<file path="src/include/pinball_config.svh">
`ifndef PINBALL_CONFIG_SVH
`define PINBALL_CONFIG_SVH

// ~~~~~~~~~~~~~~~~~~~~~~~~~~~~~~
// ball placement.
// ~~~~~~~~~~~~~~~~~~~~~~~~~~~~~~
`define BALL_INIT_X 300 // top-left pixel at start and restart.
`define BALL_INIT_Y 40

// ~~~~~~~~~~~~~~~~~~~~~~~~~~~~~~
// motion.
// ~~~~~~~~~~~~~~~~~~~~~~~~~~~~~~
`define FIXED_POINT_MULTIPLIER 64 // fixed-point units per pixel.
`define GRAVITY 8 // added to vy once per frame.

// bound on |vx| and |vy| whenever a frame is applied.
`define SPEED_LIMIT 4096

`endif

</file>
<file path="src/source/pinball_pkg.sv">
package pinball_pkg;

	// ~~~~~~~~~~~~~~~~~~~~~~~~~~~~~~
	// motion events.
	// ~~~~~~~~~~~~~~~~~~~~~~~~~~~~~~
	typedef enum logic [2:0] {
		evNone    = 3'd0,
		evFrame   = 3'd1,
		evWall    = 3'd2, // frame wall or obstacle.
		evSpring  = 3'd3,
		evBumper  = 3'd4,
		evFlipper = 3'd5,
		evRestart = 3'd6
	} eventKind_t;

	// side of the ball that was hit.
	typedef struct packed {
		logic left;
		logic top;
		logic right;
		logic bottom;
	} edgeMask_t;

	typedef struct packed {
		eventKind_t         kind;
		edgeMask_t          edges;
		logic signed [31:0] flipperSpeedX;
		logic signed [31:0] springSpeedY;
	} motionEvent_t;

	// fixed-point units per frame.
	typedef struct packed {
		logic signed [31:0] vx;
		logic signed [31:0] vy;
	} ballVelocity_t;

endpackage

</file>
<file path="src/source/collisionDecoder.sv">
`timescale 1ns/1ps

module collisionDecoder(
	input  logic                      clk,
	input  logic                      resetN,
	input  logic                      startOfFrame,
	input  logic                      wallHit,
	input  logic                      obstacleHit,
	input  logic                      springHit,
	input  logic                      bumperHit,
	input  logic                      flipperHit,
	input  logic                      pause,
	input  logic                      restartLevel,
	input  pinball_pkg::edgeMask_t    hitEdges,
	input  int                        flipperSpeedX,
	input  int                        springSpeedY,
	output pinball_pkg::motionEvent_t motionEvent
);
	import pinball_pkg::*;

	eventKind_t         nextKind;
	eventKind_t         kindQ;
	edgeMask_t          edgesQ;
	logic signed [31:0] flipperSpeedQ;
	logic signed [31:0] springSpeedQ;

	// ~~~~~~~~~~~~~~~~~~~~~~~~~~~~~~
	// priority select.
	// ~~~~~~~~~~~~~~~~~~~~~~~~~~~~~~
	always_comb begin
		nextKind = evNone;
		if (restartLevel)
			nextKind = evRestart; // wins even while paused.
		else if (pause)
			nextKind = evNone;
		else if (startOfFrame)
			nextKind = evFrame; // same-cycle collisions are lost.
		else if (wallHit || obstacleHit)
			nextKind = evWall;
		else if (springHit)
			nextKind = evSpring;
		else if (bumperHit)
			nextKind = evBumper;
		else if (flipperHit)
			nextKind = evFlipper;
	end

	always_ff @(posedge clk or negedge resetN) begin
		if (!resetN)
			kindQ <= evNone;
		else
			kindQ <= nextKind;
	end

	// payload rides along with the kind.
	always_ff @(posedge clk) begin
		edgesQ        <= hitEdges;
		flipperSpeedQ <= flipperSpeedX;
		springSpeedQ  <= springSpeedY;
	end

	assign motionEvent = '{kind: kindQ, edges: edgesQ,
		flipperSpeedX: flipperSpeedQ, springSpeedY: springSpeedQ};

	// no event leaves the decoder after reset or a paused cycle.
	assert property (@(posedge clk)
		(!resetN || (pause && !restartLevel)) |=> (motionEvent.kind == evNone));

endmodule

</file>
<file path="src/source/velocityUpdater.sv">
`timescale 1ns/1ps
`include "pinball_config.svh"

module velocityUpdater(
	input  logic                       clk,
	input  logic                       resetN,
	input  pinball_pkg::motionEvent_t  motionEvent,
	output pinball_pkg::ballVelocity_t velocity
);
	import pinball_pkg::*;

	ballVelocity_t nextVelocity;
	edgeMask_t     edges;
	logic          movingUp;
	logic          movingDown;
	logic          movingLeft;
	logic          movingRight;

	assign edges       = motionEvent.edges;
	assign movingUp    = velocity.vy < 0;
	assign movingDown  = velocity.vy > 0;
	assign movingLeft  = velocity.vx < 0;
	assign movingRight = velocity.vx > 0;

	// ~~~~~~~~~~~~~~~~~~~~~~~~~~~~~~
	// event execution.
	// ~~~~~~~~~~~~~~~~~~~~~~~~~~~~~~
	always_comb begin
		nextVelocity = velocity;
		case (motionEvent.kind)
			evRestart: begin
				nextVelocity = '0;
			end
			evFrame: begin
				nextVelocity.vy = velocity.vy + `GRAVITY;
			end
			evWall: begin
				// reflect only when the hit side faces the motion.
				if ((edges.top && movingUp) || (edges.bottom && movingDown))
					nextVelocity.vy = -velocity.vy;
				if ((edges.left && movingLeft) || (edges.right && movingRight))
					nextVelocity.vx = -velocity.vx;
			end
			evSpring: begin
				if (edges.bottom) begin
					if (motionEvent.springSpeedY < 0)
						nextVelocity.vy = velocity.vy + motionEvent.springSpeedY; // launch.
					else
						nextVelocity.vy = -velocity.vy;
				end
			end
			evBumper: begin
				if (movingUp) begin
					nextVelocity.vy = -velocity.vy;
					nextVelocity.vx = velocity.vy; // sideways kick from old vy.
				end
			end
			evFlipper: begin
				if (edges.bottom && movingDown) begin
					nextVelocity.vy = -velocity.vy;
					nextVelocity.vx = velocity.vx + motionEvent.flipperSpeedX;
				end
			end
			default: begin
				nextVelocity = velocity;
			end
		endcase
	end

	always_ff @(posedge clk or negedge resetN) begin
		if (!resetN)
			velocity <= '0;
		else
			velocity <= nextVelocity;
	end

	// an empty event leaves the ball's speed alone.
	assert property (@(posedge clk) disable iff (!resetN)
		(motionEvent.kind == evNone) |=> $stable(velocity));

endmodule

</file>
<file path="src/source/positionIntegrator.sv">
`timescale 1ns/1ps
`include "pinball_config.svh"

module positionIntegrator(
	input  logic                       clk,
	input  logic                       resetN,
	input  pinball_pkg::motionEvent_t  motionEvent,
	input  pinball_pkg::ballVelocity_t velocity,
	output logic signed [10:0]         topLeftX,
	output logic signed [10:0]         topLeftY
);
	import pinball_pkg::*;

	localparam int initXFixed = `BALL_INIT_X * `FIXED_POINT_MULTIPLIER;
	localparam int initYFixed = `BALL_INIT_Y * `FIXED_POINT_MULTIPLIER;

	logic signed [31:0] posX;
	logic signed [31:0] posY;
	logic signed [31:0] pixelX;
	logic signed [31:0] pixelY;

	// ~~~~~~~~~~~~~~~~~~~~~~~~~~~~~~
	// fixed-point position.
	// ~~~~~~~~~~~~~~~~~~~~~~~~~~~~~~
	always_ff @(posedge clk or negedge resetN) begin
		if (!resetN) begin
			posX <= initXFixed;
			posY <= initYFixed;
		end else begin
			case (motionEvent.kind)
				evRestart: begin
					posX <= initXFixed;
					posY <= initYFixed;
				end
				evFrame: begin
					posX <= posX + velocity.vx; // velocity before this edge's update.
					posY <= posY + velocity.vy;
				end
				default: begin
					posX <= posX;
					posY <= posY;
				end
			endcase
		end
	end

	// signed division truncates toward zero.
	assign pixelX   = posX / `FIXED_POINT_MULTIPLIER;
	assign pixelY   = posY / `FIXED_POINT_MULTIPLIER;
	assign topLeftX = pixelX[10:0];
	assign topLeftY = pixelY[10:0];

	// speeds stay bounded whenever they move the ball.
	assert property (@(posedge clk) disable iff (!resetN)
		(motionEvent.kind == evFrame) |->
			(velocity.vx <= `SPEED_LIMIT) && (velocity.vx >= -`SPEED_LIMIT) &&
			(velocity.vy <= `SPEED_LIMIT) && (velocity.vy >= -`SPEED_LIMIT));

endmodule

</file>
<file path="src/source/ballMotion.sv">
`timescale 1ns/1ps

module ballMotion(
	input  logic                   clk,
	input  logic                   resetN,
	input  logic                   startOfFrame,
	input  logic                   wallHit,
	input  logic                   obstacleHit,
	input  logic                   springHit,
	input  logic                   bumperHit,
	input  logic                   flipperHit,
	input  pinball_pkg::edgeMask_t hitEdges,
	input  int                     flipperSpeedX,
	input  int                     springSpeedY,
	input  logic                   pause,
	input  logic                   restartLevel,
	output logic signed [10:0]     topLeftX,
	output logic signed [10:0]     topLeftY
);
	import pinball_pkg::*;

	motionEvent_t  motionEvent;
	ballVelocity_t velocity;

	// decode.
	collisionDecoder decoder_i(
		.clk(clk),
		.resetN(resetN),
		.startOfFrame(startOfFrame),
		.wallHit(wallHit),
		.obstacleHit(obstacleHit),
		.springHit(springHit),
		.bumperHit(bumperHit),
		.flipperHit(flipperHit),
		.pause(pause),
		.restartLevel(restartLevel),
		.hitEdges(hitEdges),
		.flipperSpeedX(flipperSpeedX),
		.springSpeedY(springSpeedY),
		.motionEvent(motionEvent)
	);

	// execute.
	velocityUpdater updater_i(
		.clk(clk),
		.resetN(resetN),
		.motionEvent(motionEvent),
		.velocity(velocity)
	);

	// result.
	positionIntegrator integrator_i(
		.clk(clk),
		.resetN(resetN),
		.motionEvent(motionEvent),
		.velocity(velocity),
		.topLeftX(topLeftX),
		.topLeftY(topLeftY)
	);

endmodule

</file>
<file path="config.mk">
export PLATFORM = sky130hd
export DESIGN_NAME = ballMotion
export DESIGN_NICKNAME = d
export VERILOG_FILES = /design/src/source/pinball_pkg.sv /design/src/source/collisionDecoder.sv /design/src/source/velocityUpdater.sv /design/src/source/positionIntegrator.sv /design/src/source/ballMotion.sv
export VERILOG_INCLUDE_DIRS = /design/src /design/src/include
export SDC_FILE = /design/constraint.sdc
export NUM_CORES = 1
export LEC_CHECK = 0
export BUFFER_PORTS_ARGS = -buffer_cell sky130_fd_sc_hd__buf_2
export CELL_PAD_IN_SITES_DETAIL_PLACEMENT = 0
export CELL_PAD_IN_SITES_GLOBAL_PLACEMENT = 2
export CORE_AREA = 8 8 248 226
export DETAILED_ROUTE_END_ITERATION = 10
export DIE_AREA = 0 0 256 234
export GPL_TIMING_DRIVEN = 1
export PLACE_DENSITY_LB_ADDON = 0.1
export SETUP_SLACK_MARGIN = 0.15
export SYNTH_ARGS = -nofsm -noshare
export SYNTH_HDL_FRONTEND = slang
export SYNTH_SLANG_ARGS = --single-unit
</file>
<file path="constraint.sdc">
create_clock -name clk -period 3.4 [get_ports clk]
set_input_delay 0.17 -clock clk [delete_from_list [all_inputs] [get_ports clk]]
set_output_delay 0.17 -clock clk [all_outputs]
set_load 0.01 [all_outputs]
</file>
* Word level (Yosys, flattened, before mapping)
Index checks and enable logic that the tools add are counted.
** Storage, ports and cells
- Input bits :: 78
- Word-level logic and storage cells :: 69
- Register bits :: 199
- Output and inout bits :: 22
** Cells by class
- Equality and inequality tests :: 11
- $lt $le $gt $ge :: 5
- Muxes and demuxes :: 17
- Reductions and logical operators :: 14
- Add/subtract/negate cells :: 9
- Bitwise gates (word level) :: 2
** Operator list (count)
- case mux 32 bit (6 select lines) :: 1
- adder 32 bit :: 4
- two-way mux 32 bit :: 4
- two-way mux 64 bit :: 2
- case mux 32 bit (2 select lines) :: 2
- case mux 32 bit (4 select lines) :: 1
- less-than comparator 32 x 1 -> 1 bit, second input constant :: 3
- greater-than comparator 32 x 1 -> 1 bit, second input constant :: 2
- negation 32 bit :: 2
- adder 32 x 5 -> 32 bit, second input constant :: 1
- adder 11 x 1 -> 11 bit :: 2
- two-way mux 3 bit :: 7
- OR reduction 6 bit :: 2
- == test 3 bit, second input constant :: 3
- inequality test 2 x 1 -> 1 bit, second input constant :: 4
- == test 3 x 2 -> 1 bit, second input constant :: 2
- nonzero test 6 bit :: 1
- AND reduction 5 bit :: 1
- logical AND 1 bit :: 4
- AND reduction 4 bit :: 1
- nonzero test 4 bit :: 1
- == test 3 x 1 -> 1 bit, second input constant :: 1
- logical OR 1 bit :: 3
- bitwise AND 1 bit :: 2
- other kinds (2) :: 2

* Longest topological paths before layout
- Depth after elaboration :: 7
- Mapped depth :: 14
- Mapped depth without buffers :: 12

* Modules after synthesis
From an unflattened synthesis, not the netlist that was laid out.
** Second synthesis, totals
- Cell total of the unflattened synthesis :: 1933
- Area, all modules :: 15867.7 sq um
** Modules (own cells, without submodules)
- velocityUpdater :: cells each 1178, seq. area each 1601.5 sq um, times used 1, area an instance 8627.0 sq um
- positionIntegrator :: cells each 674, seq. area each 1609.0 sq um, times used 1, area an instance 5729.2 sq um
- collisionDecoder :: cells each 81, seq. area each 1436.4 sq um, times used 1, area an instance 1511.4 sq um

* Worst setup path before layout
No wires, ideal clock.
- Path kind :: register to register
- Start :: register, netlist name updater_i.velocity[1]
- End :: register, netlist name updater_i.velocity[28]
- Period minus slack after synthesis :: 3153 ps
- Data required time :: 3274 ps
- Path buffers :: 1
- Arrival time :: 3027 ps
- Stages on the path, launching flop included :: 13
- Setup slack :: 247 ps
- Setup time :: 126 ps
- Path through :: dfrtp_1 -> inv_1 -> ha_1 -> or3b_4 -> or3_1 -> buf_6 -> nor4_4 -> nand3_2 -> xor2_1 -> a22oi_1 -> o211ai_1 -> a221o_1 -> a311o_1
** On the way
- Cells in the longest elaborated chain, start to end :: 5
** Ends and longest elaborated chain
- parallel branches: the longest is 5 deep, another holds negation 32 bit
Parallel ways; which one is timed is not known. The select of a mux whose other input is x is not followed.
A chain may end at the register's enable or synchronous reset.

* Final worst setup path
- Start :: register, netlist name updater_i.velocity[1]
- End :: register, netlist name updater_i.velocity[28]
** On the way
- Cells in the longest elaborated chain, start to end :: 5
** Ends and longest elaborated chain
- parallel branches: the longest is 5 deep, another holds negation 32 bit
Parallel ways; which one is timed is not known. The select of a mux whose other input is x is not followed.

==> results by group <==
Worst setup path
  • Critical Path Slowest Stage Cell: dfrtp_2
  • Max FO, Critical Path: 6
  • Worst Reg-to-Reg Cells: 11
  • Worst Path Buf+Inv: 1
  • Reg-to-reg slack, setup: 200 ps
  • CP startpoint: updater_i.velocity[1]
  • Slowest cell delay on critical path: 440 ps
  • Crit path kind: register to register
  • Crit-path leading delay family: simple AND/OR/NAND/NOR gates
  • Cell Chain, Critical Path: inv_2, ha_1, or3b_4, or3_4, nor4_4, nand3_2, xor2_1, a22oi_1, o211ai_1, a221o_1, a311o_1
  • Startpoint Class: register
  • CP required: 3790 ps
  • Worst setup EP type: register
  • Worst Path Arrival: 3590 ps
  • FF-to-FF Start: updater_i.velocity[1]
  • Reg-to-reg endpoint: updater_i.velocity[28]

Synthesis
  • Register area share after synthesis: 29.31%
  • Area leader, netlist: dfrtp_1
  • Synth Instances: 1940
  • Post-Syn Area: 15860 sq um
  • Synth warn: 0
  • Most common cell in the netlist: nand2_1
  • Unique cell type count in the Yosys netlist: 90
  • Yosys top cell area share: 19.73%
  • Syn Area/Cell: 8.173 sq um
  • Most frequently used flop master after synthesis: dfrtp_1
  • Synth async-reset ratio: 65.83%
  • Commonest cells in the netlist: nand2_1, o21ai_0, a21oi_1, nor2_1, ha_1
  • Synthesized net count: 2154
  • Main area contributors after synthesis: dfrtp_1, ha_1, dfxtp_1
  • Post-synth EDFFs: 0
  • #FFs+latches synth: 199

STA
  • Final setup vio count: 0
  • RSZ-0062 raised after global routing: true
  • Period Utilization, post-route: 94.11%
  • Final Max Slew Viols: 0
  • Max Fclk: ~310 MHz
  • Clock Skews: 13.56 ps
  • Min Tclk post-route: 3200 ps
  • Slew of the pin with the lowest slew margin: between 700 and 800 ps
  • Final Hold Viols: 0
  • Slew margin rel.: about half
  • Final setup TNS: 0 ps

Clocking
  • Clock slew at the register clock pins of the worst setup and hold paths: 80 ps
  • H-tree Lvls: 4
  • Clock buffer depth: 2
  • CTS Buf Count: 17
  • TritonCTS clock tree: done
  • Clock Sinks: 199
  • Worst skew pair latency: 500 ps
  • Clock root buffer: clkbuf_16

Power and ir drop
  • Clock power share: 14.5%
  • PD cells: 752.0 nW/um^2
  • Switching pwr: 7.200 mW
  • P_leak: between 8 and 9 nW
  • Sw frac: 48.26%
  • Total power draw: 14.92 mW
  • Flop pwr share: 23.0%
  • Worst vdd ir: around 0.44 mV
  • P_int: roughly 7.7 mW
  • Share of power burned in combinational logic: 62.5%

Layout
  • # diodes: 0
  • Share of cells above drive strength 1: around 17%
  • Total Nets Final: 2423
  • Area Overhead vs Synth: 25.13%
  • Finished Layout Cells: 2919

Job
  • Max-cap violations: 0

Global route
  • Global Route Usage Sum: ~20%
  • First-pass GRT wire length: 94210 um
  • Grt total ovfl: 0
  • Vias in the first global route: 15540
  • Initial antenna violation count: 1
  • Largest net degree at the start of global routing: 65

Min path
  • Hold Path Class: input port to async pin

Floorplanning
  • Chip Width: approximately 260 um
  • Die Footprint: 59900 sq um
  • Starting Density: a little over 30%
  • Die H: 234 um
  • Rows: 80
  • Number of top-level pins: 100
  • Core box area: 52150 sq um

Drt
  • WL final: around 61000 um
  • DR vias/cell: 5.470
  • Pre-antenna DRT Iters: 6
  • Drt first-iter violations: 1102
  • Average wire per standard cell: 21.06 um
  • # DRC: 0
  • Vias post-DR: approximately 16000
  • Post-route ant nets: 0

Outcome
  • Status: finished, final reports clean

Place
  • Placed Cells: approximately 2800
  • Final Wtd Congestion: 0.8356
  • HPWL after DPL: 46500 um
  • Port bufs: between 90 and 100
-- worst reg2reg max path: stages, from the launching register on --
cell,delay (ps)
dfrtp_2,440
inv_2,100
ha_1,190
or3b_4,420
or3_4,420
nor4_4,310
nand3_2,140
xor2_1,160
a22oi_1,180
o211ai_1,130
a221o_1,280
a311o_1,310
-- cell families after synthesis --
kind of cell    after synthesis  synth area share (%)
compound gates              692                 28.43
simple gates                624                 19.37
flops                       199                 29.31
xor+xnor                    140                 7.734
buf+inv                     136                 3.401
fa+ha+maj                   136                 10.92
mux                          13                0.8286
-- cells in the final DEF (no fill, tap or decap), types with 15 or more instances in the layout --
cell	instances
nand2_1	172
o21ai_0	166
a21oi_1	154
buf_4	154
nor2_1	153
ha_1	129
dfrtp_1	122
buf_2	98
xnor2_1	80
dlygate4sd3_1	76
a21o_1	69
dfxtp_1	68
xor2_1	60
nand3_1	57
inv_1	45
nor3_1	45
and3_1	31
or3_1	27
a31oi_1	25
nand4_1	23
o21a_1	21
nand2b_1	20
clkbuf_16	20
nor2b_1	19
o211ai_1	18
o21bai_1	17
o22ai_1	16
a22oi_1	16
a211oi_1	15
-- registers in the layout, indices dropped and copies added, names as in the netlist --
register and count:
integrator_i.posY 32, integrator_i.posX 32, decoder_i.kindQ 3, decoder_i.flipperSpeedQ 32, decoder_i.springSpeedQ 32, updater_i.velocity 64
decoder_i.motionEvent 4
-- how the worst max path moves through the flow --
stage                                  end  slack [ps]  depth (start not counted)
CTS                  integrator_i.posX[30]         120                         13
floorplan           updater_i.velocity[28]         250                         12
global placement     integrator_i.posX[30]        0.09                         13
global route        updater_i.velocity[28]           7                         11
finish              updater_i.velocity[28]         200                         11
detailed placement  updater_i.velocity[29]          20                         11
-- what timing repair did --
| action | 4_1_cts | 5_1_grt |
|---|---|---|
| endpoints found under the setup margin | 51 | 81 |
| pin swaps | 0 | 26 |
| resized for setup | 14 | 53 |
| endpoints found under the hold margin | 131 | 0 |
| hold buffers | 76 | 0 |
| cloned | 0 | 2 |
| buffers inserted | 0 | 14 |
-- metrics by stage --
step | hold slack (ps) | cell area, sq um | utilization [%] | setup WS, ps
after global routing | 271.7 | 19840 | 38.04 | 7.075
after detailed placement | 260.1 | 18090 | 34.69 | 21.15
after global placement | 250.6 | 18090 | 34.69 | 0.08793
final | 266.6 | 19840 | 38.04 | 200.1
after floorplan | -125.6 | 15860 | - | 246.6
after CTS | 244.3 | 19480 | 37.36 | 119.9
-- cell type report --
class                           instances  area, sq um
Fill cell                            5361        32310
Multi-Input combinational cell       1605        10930
Sequential cell                       199         4651
Timing Repair Buffer                  340         2631
Tap cell                              697        872.1
Clock buffer                           20        478.0
Inverter                               46        172.7
Clock inverter                         12        103.9
-- metal layers --
metal / vias to the layer above / share of wire, % / track usage, % / wire [um]
met1: 7757 / 51 / 29.55 / 31270
met5: - / 0 / 0 / 0
met4: 0 / 1.5 / 5.205 / 917
met3: 45 / 4.2 / 2.807 / 2562
li1: 7814 / - / - / -
met2: 351 / 43 / 31.12 / 26730
-- power groups by stage --
stage	registers [mW]	logic [mW]	clock network (mW)
after floorplan	3.26	5.88	0
after global placement	3.49	8.92	0
after detailed placement	3.49	8.88	0
after CTS	3.45	9.05	2.26
after global routing	3.50	10.3	2.34
final	3.44	9.33	2.16
(Power assumes the default switching activity.)
